## src/core_cfg.svh

```systemverilog
// Core configuration
// Data width, register count, boot default and CSR numbers of the RV32 core

`ifndef CORE_CFG_SVH
`define CORE_CFG_SVH

////////////////////////////////////////
// Data path
////////////////////////////////////////

`define CORE_XLEN      32
`define CORE_NUM_REGS  32

// Reset fetch address of the platform
`define CORE_BOOT_ADDR 32'h0000_0080

////////////////////////////////////////
// CSR numbers
////////////////////////////////////////

`define CORE_CSR_MSCRATCH 12'h340
`define CORE_CSR_MINSTRET 12'hB02

// Custom event counters next to minstret
`define CORE_CSR_MLOADS   12'hB03
`define CORE_CSR_MSTORES  12'hB04

`endif

```

## src/core_pkg.sv

```systemverilog
// Core types
// Data and index vectors, FSM and ALU encodings, and the packed structs
// that carry the memory buses and the controller commands

`include "core_cfg.svh"

package core_pkg;

  typedef logic [`CORE_XLEN-1:0]             word_t;
  typedef logic [`CORE_XLEN-1:0]             addr_t;
  typedef logic [$clog2(`CORE_NUM_REGS)-1:0] reg_addr_t;
  typedef logic [11:0]                       csr_addr_t;

  typedef enum logic [2:0] {
    ALU_ADD,
    ALU_SUB,
    ALU_AND,
    ALU_OR,
    ALU_XOR,
    ALU_PASS_B
  } alu_op_e;

  typedef enum logic [1:0] {
    IDLE,
    DECODE,
    WAIT_LSU
  } ctrl_state_e;

  typedef enum logic {
    CSR_WRITE = 1'b0,
    CSR_SET   = 1'b1
  } csr_op_e;

  ////////////////////////////////////////
  // Memory bus, shared by both ports
  ////////////////////////////////////////

  typedef struct packed {
    logic       req;
    logic       we;
    logic [3:0] be;
    addr_t      addr;
    word_t      wdata;
  } mem_req_t;

  typedef struct packed {
    logic  gnt;
    logic  rvalid;
    word_t rdata;
  } mem_rsp_t;

  // Controller commands
  typedef struct packed {
    logic  valid;
    logic  we;
    addr_t addr;
    word_t wdata;
  } lsu_cmd_t;

  typedef struct packed {
    logic      access;
    csr_op_e   op;
    csr_addr_t addr;
    word_t     wdata;
  } csr_cmd_t;

endpackage

```

## src/core_if_stage.sv

```systemverilog
// Instruction fetch stage
// Sequential fetch from the boot address over the instruction bus, with a
// one-entry buffer that holds the word and PC offered to the controller

module core_if_stage
  import core_pkg::*;
(
  input  logic     clk_i,
  input  logic     rst_ni,
  input  logic     fetch_enable_i,
  input  addr_t    boot_addr_i,
  output mem_req_t instr_req_o,
  input  mem_rsp_t instr_rsp_i,
  output logic     instr_valid_o,
  output word_t    instr_rdata_o,
  output addr_t    instr_pc_o,
  input  logic     instr_taken_i,
  output logic     busy_o
);

  logic  enable_q;
  addr_t pc_q;
  logic  outstanding_q;
  addr_t rsp_pc_q;
  logic  buf_valid_q;
  word_t buf_instr_q;
  addr_t buf_pc_q;
  logic  fetch_req;
  logic  fetch_gnt;
  logic  fetch_rvalid;

  // Only ask when the reply is sure to find an empty buffer
  assign fetch_req    = enable_q & ~outstanding_q & (~buf_valid_q | instr_taken_i);
  assign fetch_gnt    = fetch_req & instr_rsp_i.gnt;
  assign fetch_rvalid = outstanding_q & instr_rsp_i.rvalid;

  assign instr_req_o.req   = fetch_req;
  assign instr_req_o.we    = 1'b0;
  assign instr_req_o.be    = 4'hF;
  assign instr_req_o.addr  = pc_q;
  assign instr_req_o.wdata = '0;

  always_ff @(posedge clk_i or negedge rst_ni) begin
    if (!rst_ni) begin
      enable_q      <= 1'b0;
      pc_q          <= '0;
      outstanding_q <= 1'b0;
      buf_valid_q   <= 1'b0;
    end else begin
      // First enable loads the boot address
      if (!enable_q && fetch_enable_i) begin
        enable_q <= 1'b1;
        pc_q     <= boot_addr_i;
      end
      if (fetch_gnt) begin
        outstanding_q <= 1'b1;
        pc_q          <= pc_q + addr_t'(4);
      end else if (fetch_rvalid) begin
        outstanding_q <= 1'b0;
      end
      if (fetch_rvalid) begin
        buf_valid_q <= 1'b1;
      end else if (instr_taken_i) begin
        buf_valid_q <= 1'b0;
      end
    end
  end

  // Fetched word and its PC
  always_ff @(posedge clk_i) begin
    if (fetch_gnt) begin
      rsp_pc_q <= pc_q;
    end
    if (fetch_rvalid) begin
      buf_instr_q <= instr_rsp_i.rdata;
      buf_pc_q    <= rsp_pc_q;
    end
  end

  assign instr_valid_o = buf_valid_q;
  assign instr_rdata_o = buf_instr_q;
  assign instr_pc_o    = buf_pc_q;

  // Busy from the enable edge until the reply lands in the buffer
  assign busy_o = (fetch_enable_i & ~enable_q) | fetch_req | outstanding_q;

  // Address phase is held until the memory grants it
  a_req_stable: assert property (@(posedge clk_i) disable iff (!rst_ni)
    instr_req_o.req && !instr_rsp_i.gnt |=> instr_req_o.req && $stable(instr_req_o.addr));

endmodule

```

## src/core_id_ex_stage.sv

```systemverilog
// Decode and execute stage
// Decodes one instruction at a time, reads and writes the register file,
// runs the ALU and hands loads, stores and CSR accesses to their units

module core_id_ex_stage
  import core_pkg::*;
(
  input  logic     clk_i,
  input  logic     rst_ni,
  input  logic     instr_valid_i,
  input  word_t    instr_rdata_i,
  output logic     instr_taken_o,
  output lsu_cmd_t lsu_cmd_o,
  input  logic     lsu_done_i,
  input  word_t    lsu_rdata_i,
  output csr_cmd_t csr_cmd_o,
  input  word_t    csr_rdata_i,
  output logic     instr_retired_o,
  output logic     busy_o
);

  localparam logic [6:0] OPC_LOAD   = 7'h03;
  localparam logic [6:0] OPC_OP_IMM = 7'h13;
  localparam logic [6:0] OPC_STORE  = 7'h23;
  localparam logic [6:0] OPC_OP     = 7'h33;
  localparam logic [6:0] OPC_LUI    = 7'h37;
  localparam logic [6:0] OPC_SYSTEM = 7'h73;

  ctrl_state_e state_q;
  ctrl_state_e state_d;
  word_t       rf_q [2**$bits(reg_addr_t)];

  logic [6:0]  opcode;
  logic [2:0]  funct3;
  logic [6:0]  funct7;
  reg_addr_t   rd;
  reg_addr_t   rs1;
  reg_addr_t   rs2;
  word_t       imm_i;
  word_t       imm_s;
  word_t       imm_u;
  word_t       rs1_val;
  word_t       rs2_val;
  logic        is_addi;
  logic        is_rtype;
  logic        is_lui;
  logic        is_load;
  logic        is_store;
  logic        is_csr;
  logic        is_mem;
  logic        writes_rd;
  alu_op_e     alu_op;
  word_t       alu_b;
  word_t       alu_result;
  logic        retire;
  logic        rf_we;
  word_t       rf_wdata;

  ////////////////////////////////////////
  // Decoder
  ////////////////////////////////////////

  assign opcode = instr_rdata_i[6:0];
  assign rd     = instr_rdata_i[11:7];
  assign funct3 = instr_rdata_i[14:12];
  assign rs1    = instr_rdata_i[19:15];
  assign rs2    = instr_rdata_i[24:20];
  assign funct7 = instr_rdata_i[31:25];

  assign imm_i = {{20{instr_rdata_i[31]}}, instr_rdata_i[31:20]};
  assign imm_s = {{20{instr_rdata_i[31]}}, instr_rdata_i[31:25], instr_rdata_i[11:7]};
  assign imm_u = {instr_rdata_i[31:12], 12'b0};

  assign is_addi  = (opcode == OPC_OP_IMM) && (funct3 == 3'b000);
  assign is_lui   = (opcode == OPC_LUI);
  assign is_load  = (opcode == OPC_LOAD) && (funct3 == 3'b010);
  assign is_store = (opcode == OPC_STORE) && (funct3 == 3'b010);
  assign is_csr   = (opcode == OPC_SYSTEM) && (funct3 == 3'b001 || funct3 == 3'b010);
  // ADD/SUB, XOR, OR, AND
  assign is_rtype = (opcode == OPC_OP) &&
                    (((funct3 == 3'b000) && (funct7 == 7'h00 || funct7 == 7'h20)) ||
                     ((funct7 == 7'h00) && (funct3 == 3'b100 || funct3 == 3'b110 ||
                                            funct3 == 3'b111)));

  assign is_mem    = is_load | is_store;
  assign writes_rd = is_addi | is_rtype | is_lui | is_load | is_csr;

  // Register file reads with x0 tied to zero
  assign rs1_val = (rs1 == '0) ? '0 : rf_q[rs1];
  assign rs2_val = (rs2 == '0) ? '0 : rf_q[rs2];

  ////////////////////////////////////////
  // ALU that also forms load/store addresses
  ////////////////////////////////////////

  always_comb begin
    alu_op = ALU_ADD;
    alu_b  = imm_i;
    if (is_rtype) begin
      alu_b = rs2_val;
      case (funct3)
        3'b100:  alu_op = ALU_XOR;
        3'b110:  alu_op = ALU_OR;
        3'b111:  alu_op = ALU_AND;
        default: alu_op = funct7[5] ? ALU_SUB : ALU_ADD;
      endcase
    end else if (is_lui) begin
      alu_op = ALU_PASS_B;
      alu_b  = imm_u;
    end else if (is_store) begin
      alu_b = imm_s;
    end
  end

  always_comb begin
    case (alu_op)
      ALU_SUB:    alu_result = rs1_val - alu_b;
      ALU_AND:    alu_result = rs1_val & alu_b;
      ALU_OR:     alu_result = rs1_val | alu_b;
      ALU_XOR:    alu_result = rs1_val ^ alu_b;
      ALU_PASS_B: alu_result = alu_b;
      default:    alu_result = rs1_val + alu_b;
    endcase
  end

  ////////////////////////////////////////
  // Controller FSM
  ////////////////////////////////////////

  always_comb begin
    state_d = state_q;
    case (state_q)
      IDLE: begin
        if (instr_valid_i) begin
          state_d = DECODE;
        end
      end
      DECODE:   state_d = is_mem ? WAIT_LSU : IDLE;
      WAIT_LSU: begin
        if (lsu_done_i) begin
          state_d = IDLE;
        end
      end
      default:  state_d = IDLE;
    endcase
  end

  always_ff @(posedge clk_i or negedge rst_ni) begin
    if (!rst_ni) begin
      state_q <= IDLE;
    end else begin
      state_q <= state_d;
    end
  end

  assign retire = ((state_q == DECODE) && !is_mem) || ((state_q == WAIT_LSU) && lsu_done_i);

  assign instr_taken_o   = retire;
  assign instr_retired_o = retire;
  assign busy_o          = (state_q != IDLE) | instr_valid_i;

  assign lsu_cmd_o.valid = (state_q == DECODE) && is_mem;
  assign lsu_cmd_o.we    = is_store;
  assign lsu_cmd_o.addr  = alu_result;
  assign lsu_cmd_o.wdata = rs2_val;

  assign csr_cmd_o.access = (state_q == DECODE) && is_csr;
  assign csr_cmd_o.op     = funct3[1] ? CSR_SET : CSR_WRITE;
  assign csr_cmd_o.addr   = instr_rdata_i[31:20];
  assign csr_cmd_o.wdata  = rs1_val;

  // Writeback at retirement
  assign rf_we    = retire & writes_rd & (rd != '0);
  assign rf_wdata = is_load ? lsu_rdata_i : (is_csr ? csr_rdata_i : alu_result);

  always_ff @(posedge clk_i) begin
    if (rf_we) begin
      rf_q[rd] <= rf_wdata;
    end
  end

  // LSU completes only the access the FSM is waiting on
  a_done_in_wait: assert property (@(posedge clk_i) disable iff (!rst_ni)
    lsu_done_i |-> state_q == WAIT_LSU);

endmodule

```

## src/core_load_store_unit.sv

```systemverilog
// Load/store unit
// Issues one word access on the data bus per command, holds the request
// until grant and reports completion with the load data on rvalid

module core_load_store_unit
  import core_pkg::*;
(
  input  logic     clk_i,
  input  logic     rst_ni,
  input  lsu_cmd_t lsu_cmd_i,
  output mem_req_t data_req_o,
  input  mem_rsp_t data_rsp_i,
  output logic     lsu_done_o,
  output word_t    lsu_rdata_o,
  output logic     busy_o
);

  logic  pending_q;
  logic  waiting_q;
  logic  we_q;
  addr_t addr_q;
  word_t wdata_q;
  logic  granted;

  assign granted = pending_q & data_rsp_i.gnt;

  ////////////////////////////////////////
  // Transaction tracking
  ////////////////////////////////////////

  always_ff @(posedge clk_i or negedge rst_ni) begin
    if (!rst_ni) begin
      pending_q <= 1'b0;
      waiting_q <= 1'b0;
    end else begin
      if (lsu_cmd_i.valid) begin
        pending_q <= 1'b1;
      end else if (granted) begin
        pending_q <= 1'b0;
      end
      if (granted) begin
        waiting_q <= 1'b1;
      end else if (data_rsp_i.rvalid) begin
        waiting_q <= 1'b0;
      end
    end
  end

  // Request fields held stable from the command to the grant
  always_ff @(posedge clk_i) begin
    if (lsu_cmd_i.valid) begin
      we_q    <= lsu_cmd_i.we;
      addr_q  <= lsu_cmd_i.addr;
      wdata_q <= lsu_cmd_i.wdata;
    end
  end

  assign data_req_o.req   = pending_q;
  assign data_req_o.we    = we_q;
  assign data_req_o.be    = 4'hF;
  assign data_req_o.addr  = addr_q;
  assign data_req_o.wdata = wdata_q;

  // Stores also complete on rvalid
  assign lsu_done_o  = waiting_q & data_rsp_i.rvalid;
  assign lsu_rdata_o = data_rsp_i.rdata;
  assign busy_o      = pending_q | waiting_q;

  // Memory answers only granted accesses
  a_rvalid_after_gnt: assert property (@(posedge clk_i) disable iff (!rst_ni)
    data_rsp_i.rvalid |-> waiting_q);

  // Controller waits for completion before the next command
  a_cmd_when_free: assert property (@(posedge clk_i) disable iff (!rst_ni)
    lsu_cmd_i.valid |-> !pending_q && !waiting_q);

endmodule

```

## src/core_cs_registers.sv

```systemverilog
// Control and status registers
// mscratch plus counters of retired instructions, granted loads and
// granted stores; reads are combinational from the CSR number

`include "core_cfg.svh"

module core_cs_registers
  import core_pkg::*;
(
  input  logic     clk_i,
  input  logic     rst_ni,
  input  csr_cmd_t csr_cmd_i,
  output word_t    csr_rdata_o,
  input  logic     instr_retired_i,
  input  mem_req_t data_req_i,
  input  mem_rsp_t data_rsp_i
);

  word_t mscratch_q;
  word_t minstret_q;
  word_t mloads_q;
  word_t mstores_q;
  logic  mscratch_we;
  logic  load_granted;
  logic  store_granted;

  // Counted at the address phase of the data bus
  assign load_granted  = data_req_i.req & data_rsp_i.gnt & ~data_req_i.we;
  assign store_granted = data_req_i.req & data_rsp_i.gnt & data_req_i.we;

  assign mscratch_we = csr_cmd_i.access && (csr_cmd_i.addr == `CORE_CSR_MSCRATCH);

  // Old values, so a read never sees its own retirement
  always_comb begin
    case (csr_cmd_i.addr)
      `CORE_CSR_MSCRATCH: csr_rdata_o = mscratch_q;
      `CORE_CSR_MINSTRET: csr_rdata_o = minstret_q;
      `CORE_CSR_MLOADS:   csr_rdata_o = mloads_q;
      `CORE_CSR_MSTORES:  csr_rdata_o = mstores_q;
      default:            csr_rdata_o = '0;
    endcase
  end

  always_ff @(posedge clk_i or negedge rst_ni) begin
    if (!rst_ni) begin
      mscratch_q <= '0;
      minstret_q <= '0;
      mloads_q   <= '0;
      mstores_q  <= '0;
    end else begin
      // Counters are read-only
      if (mscratch_we) begin
        mscratch_q <= (csr_cmd_i.op == CSR_SET) ? (mscratch_q | csr_cmd_i.wdata)
                                                : csr_cmd_i.wdata;
      end
      if (instr_retired_i) begin
        minstret_q <= minstret_q + word_t'(1);
      end
      if (load_granted) begin
        mloads_q <= mloads_q + word_t'(1);
      end
      if (store_granted) begin
        mstores_q <= mstores_q + word_t'(1);
      end
    end
  end

endmodule

```

## src/core_top.sv

```systemverilog
// RV32 core top level
// Connects fetch, decode/execute, load/store unit and CSRs, and reports
// a registered core-busy flag

module core_top
  import core_pkg::*;
(
  input  logic     clk_i,
  input  logic     rst_ni,
  input  logic     fetch_enable_i,
  input  addr_t    boot_addr_i,
  output mem_req_t instr_req_o,
  input  mem_rsp_t instr_rsp_i,
  output mem_req_t data_req_o,
  input  mem_rsp_t data_rsp_i,
  output logic     core_busy_o
);

  logic     instr_valid;
  word_t    instr_rdata;
  logic     instr_taken;
  lsu_cmd_t lsu_cmd;
  logic     lsu_done;
  word_t    lsu_rdata;
  csr_cmd_t csr_cmd;
  word_t    csr_rdata;
  logic     instr_retired;
  logic     if_busy;
  logic     ctrl_busy;
  logic     lsu_busy;
  logic     core_busy_q;

  ////////////////////////////////////////
  // Busy flag
  ////////////////////////////////////////

  always_ff @(posedge clk_i or negedge rst_ni) begin
    if (!rst_ni) begin
      core_busy_q <= 1'b0;
    end else begin
      core_busy_q <= if_busy | ctrl_busy | lsu_busy;
    end
  end

  assign core_busy_o = core_busy_q;

  ////////////////////////////////////////
  // Stages
  ////////////////////////////////////////

  // PC of the buffered word has no consumer without branches
  core_if_stage i_if_stage (
    .clk_i          (clk_i),
    .rst_ni         (rst_ni),
    .fetch_enable_i (fetch_enable_i),
    .boot_addr_i    (boot_addr_i),
    .instr_req_o    (instr_req_o),
    .instr_rsp_i    (instr_rsp_i),
    .instr_valid_o  (instr_valid),
    .instr_rdata_o  (instr_rdata),
    .instr_pc_o     (),
    .instr_taken_i  (instr_taken),
    .busy_o         (if_busy)
  );

  core_id_ex_stage i_id_ex_stage (
    .clk_i           (clk_i),
    .rst_ni          (rst_ni),
    .instr_valid_i   (instr_valid),
    .instr_rdata_i   (instr_rdata),
    .instr_taken_o   (instr_taken),
    .lsu_cmd_o       (lsu_cmd),
    .lsu_done_i      (lsu_done),
    .lsu_rdata_i     (lsu_rdata),
    .csr_cmd_o       (csr_cmd),
    .csr_rdata_i     (csr_rdata),
    .instr_retired_o (instr_retired),
    .busy_o          (ctrl_busy)
  );

  core_load_store_unit i_lsu (
    .clk_i       (clk_i),
    .rst_ni      (rst_ni),
    .lsu_cmd_i   (lsu_cmd),
    .data_req_o  (data_req_o),
    .data_rsp_i  (data_rsp_i),
    .lsu_done_o  (lsu_done),
    .lsu_rdata_o (lsu_rdata),
    .busy_o      (lsu_busy)
  );

  core_cs_registers i_cs_registers (
    .clk_i           (clk_i),
    .rst_ni          (rst_ni),
    .csr_cmd_i       (csr_cmd),
    .csr_rdata_o     (csr_rdata),
    .instr_retired_i (instr_retired),
    .data_req_i      (data_req_o),
    .data_rsp_i      (data_rsp_i)
  );

endmodule

```

## config.mk

```make
export PLATFORM = sky130hd
export DESIGN_NAME = core_top
export DESIGN_NICKNAME = d
export VERILOG_FILES = /design/src/core_pkg.sv /design/src/core_if_stage.sv /design/src/core_id_ex_stage.sv /design/src/core_load_store_unit.sv /design/src/core_cs_registers.sv /design/src/core_top.sv
export VERILOG_INCLUDE_DIRS = /design/src
export SDC_FILE = /design/constraint.sdc
export NUM_CORES = 2
export LEC_CHECK = 0
export BUFFER_PORTS_ARGS = -buffer_cell sky130_fd_sc_hd__buf_4
export CORE_MARGIN = 8
export CORE_UTILIZATION = 30
export CTS_CLUSTER_DIAMETER = 150
export DETAILED_ROUTE_END_ITERATION = 16
export GPL_TIMING_DRIVEN = 0
export SLEW_MARGIN = 20
export SYNTH_ARGS = -nofsm -noshare
export SYNTH_HDL_FRONTEND = slang
export SYNTH_HIERARCHICAL = 1
export SYNTH_SLANG_ARGS = --single-unit
```

## constraint.sdc

```tcl
create_clock -name clk_i -period 13.7 [get_ports clk_i]
set_clock_uncertainty 0.1 [all_clocks]
set_input_delay 2.74 -clock clk_i [delete_from_list [all_inputs] [get_ports clk_i]]
set_output_delay 2.74 -clock clk_i [all_outputs]
set_load 0.05 [all_outputs]
```

==> flow_metrics.py <==
metrics = {
    "timing": {
        "slew_violations": 0,
        "setup_tns_ns": 0,
        "finalSetupViolations": 0,
        "setup_ws_ns": 2.94,
        "min_period_over_period_pct": 78.5,
        "rsz0062_at_grt": "false",
        "fmax_ghz": 0.0929,
        "relSlewSlack_pct": 10.1,
        "period_needed_ns": 10.76,
        "worst_pin_slew_ns": 1.35,
        "hold_viol_final": 0,
    },
    "run": {
        "cap_violations": 0,
    },
    "layout": {
        "drive_gt1_share_pct": 29.1,
        "nets": 4804,
        "final_cell_area_mm2": 0.0777,
        "final_common_cell": "edfxtp_1",
        "area_delta_synth_final_pct": 19.7,
        "final_cells": 7552,
        "mostFrequentLayoutCells": "1121 x edfxtp_1, 535 x mux4_2, 293 x buf_4",
    },
    "critical_path": {
        "worst_ep_required_time_ns": 14.10,
        "r2r_start": "i_if_stage/instr_rdata_o[22]$_DFFE_PP_",
        "startpoint_type": "register",
        "critPathCaptureType": "register",
        "cp_slowest_stage_delay_ns": 0.92,
        "arrival_ns": 11.16,
        "cp_slowest_cell": "a211oi_1",
        "cp_common_cell": "buf_2",
        "startpoint": "i_if_stage/instr_rdata_o[22]$_DFFE_PP_",
        "worst-setup-path-type": "register to register",
        "crit_fanout": 32,
    },
    "placed_design": {
        "gp_congestion": 0.979,
        "place_ws_ns": 3.60,
        "placed_cells": 7297,
        "dpl.hpwl_mm": 196,
        "placed_area_mm2": 0.0733,
        "numPortBuffers": 170,
    },
    "detailed_routing": {
        "ant_nets": 0,
        "wirelength_mm": 269,
        "drtIter0Drc": 7553,
        "num_vias": 45600,
        "routedWlPerCell_um": 35.6,
        "post_drt_via_cell_ratio": 6.03,
        "drt_pass1_iterations": 8,
        "drcViolationCount": 0,
    },
    "clock_network": {
        "cts_resized": 0,
        "cts_hold_buf": 0,
        "clockBufferDepth": 3,
        "clock_latency_ns": 0.82,
        "path_clk_slew_ns": 0.06,
        "h-tree-depth": 4,
        "post-cts-setup-buffer-count": 0,
        "clockRootBuffer": "clkbuf_16",
        "cts.sinks": 1289,
        "cts_tree": "built",
        "cts_inserted_buffers": 139,
    },
    "min_path": {
        "hp-start": "i_cs_registers/minstret_q[31]$_DFFE_PN0P_",
        "hold_path.class": "register to register",
    },
    "power": {
        "ir_worst_vdd_v": 0.000173,
        "p_leak_nw": 27.1,
        "power_density_mw_per_mm2": 185,
    },
    "grt": {
        "grt_pass1_wl_mm": 363,
        "antenna_found_initial": 9,
        "grt_use_total_pct": 22.4,
        "grt_pass1_vias": 44000,
        "overflow": 0,
        "grt_max_degree": 64,
    },
    "status": {
        "status": "complete, no violations",
    },
    "floorplan": {
        "ios": 244,
        "rows": 170,
        "start_util_pct": 30.2,
        "die_area_mm2": 0.232,
        "core_area_mm2": 0.215,
        "dieWidth_um": 481,
        "die_y_um": 481,
    },
    "yosys": {
        "postSynthAreaPerCell_um2": 15.8,
        "syn_inst": 4107,
        "yosys_warnings": 6,
        "synth_area_mm2": 0.0649,
    },
}
-- worst paths after layout --
check,endpoint,slack [ns],depth (start not counted)
max,i_id_ex_stage/rf_q[11][31]$_DFFE_PP_,2.94,27
max reg2reg,i_id_ex_stage/rf_q[11][31]$_DFFE_PP_,2.94,27
max in group asynchronous,i_cs_registers/mscratch_q[5]$_DFFE_PN0P_,10.72,3
min reg2reg,i_cs_registers/minstret_q[31]$_DFFE_PN0P_,0.36,1
min in group asynchronous,i_if_stage/pc_q[22]$_DFFE_PN0P_,1.76,1
min,i_cs_registers/minstret_q[31]$_DFFE_PN0P_,0.36,1
-- flip-flops by register name, indices dropped and copies added, names as in the netlist, 2 cells and up --
| name | cells |
|---|---|
| i_cs_registers/mstores_q | 32 |
| i_id_ex_stage/state_q | 2 |
| i_lsu/wdata_q | 32 |
| i_lsu/addr_q | 32 |
| i_cs_registers/mscratch_q | 32 |
| i_if_stage/instr_rdata_o | 32 |
| i_if_stage/pc_q | 32 |
| i_cs_registers/minstret_q | 32 |
| i_cs_registers/mloads_q | 32 |
| i_id_ex_stage/rf_q | 1024 |
-- critical path: cells and delay by family (launching register included) --
kind / cells / cell delay (ns)
buffers and inverters: 9 / 3.51
and+or+nand+nor: 4 / 1.04
xor gates and xnor gates: 1 / 0.12
AOI/OAI and AO/OA: 11 / 4.23
DFF: 1 / 0.67
adders and majority gates: 1 / 0.46
muxes: 1 / 0.22
-- layout make-up --
| type | count | area, µm² |
|---|---|---|
| antenna | 7 | 17.5 |
| buffer | 343 | 1970 |
| clock buffer | 171 | 3620 |
| clock inverter | 77 | 833 |
| fill | 20100 | 137000 |
| inverter | 99 | 372 |
| multi-input combinational | 2445 | 25800 |
| sequential | 1289 | 37900 |
| tap | 2838 | 3550 |
| timing repair buffer | 283 | 3730 |
-- metrics by stage --
stage	power, W	utilization [%]	hold WS (ns)
after global routing	0.0146	36.2	0.384
after CTS	0.0142	36.2	0.368
final	0.0144	36.2	0.364
after detailed placement	0.0105	34.1	0.360
after global placement	0.00987	32.6	0.357
after floorplan	0.00793	-	0.341
-- routing by layer --
| layer | wire length (µm) | up-vias | GRT usage, % | share of wire, % |
|---|---|---|---|---|
| met1 | 95500 | 23600 | 27.9 | 35 |
| li1 | - | 17500 | - | - |
| met5 | 36 | - | 0 | 0.013 |
| met2 | 118000 | 3696 | 34.0 | 44 |
| met4 | 19100 | 6 | 12.7 | 7.1 |
| met3 | 37000 | 771 | 7.59 | 14 |
-- power breakdown --
part | switching (W) | internal [W] | leakage (nW)
Sequential | 0.000109 | 0.00543 | 12.3
Combinational | 0.00344 | 0.00166 | 12.6
Clock | 0.00167 | 0.00203 | 2.16
Note: power is estimated with default switching activity, not from simulation.
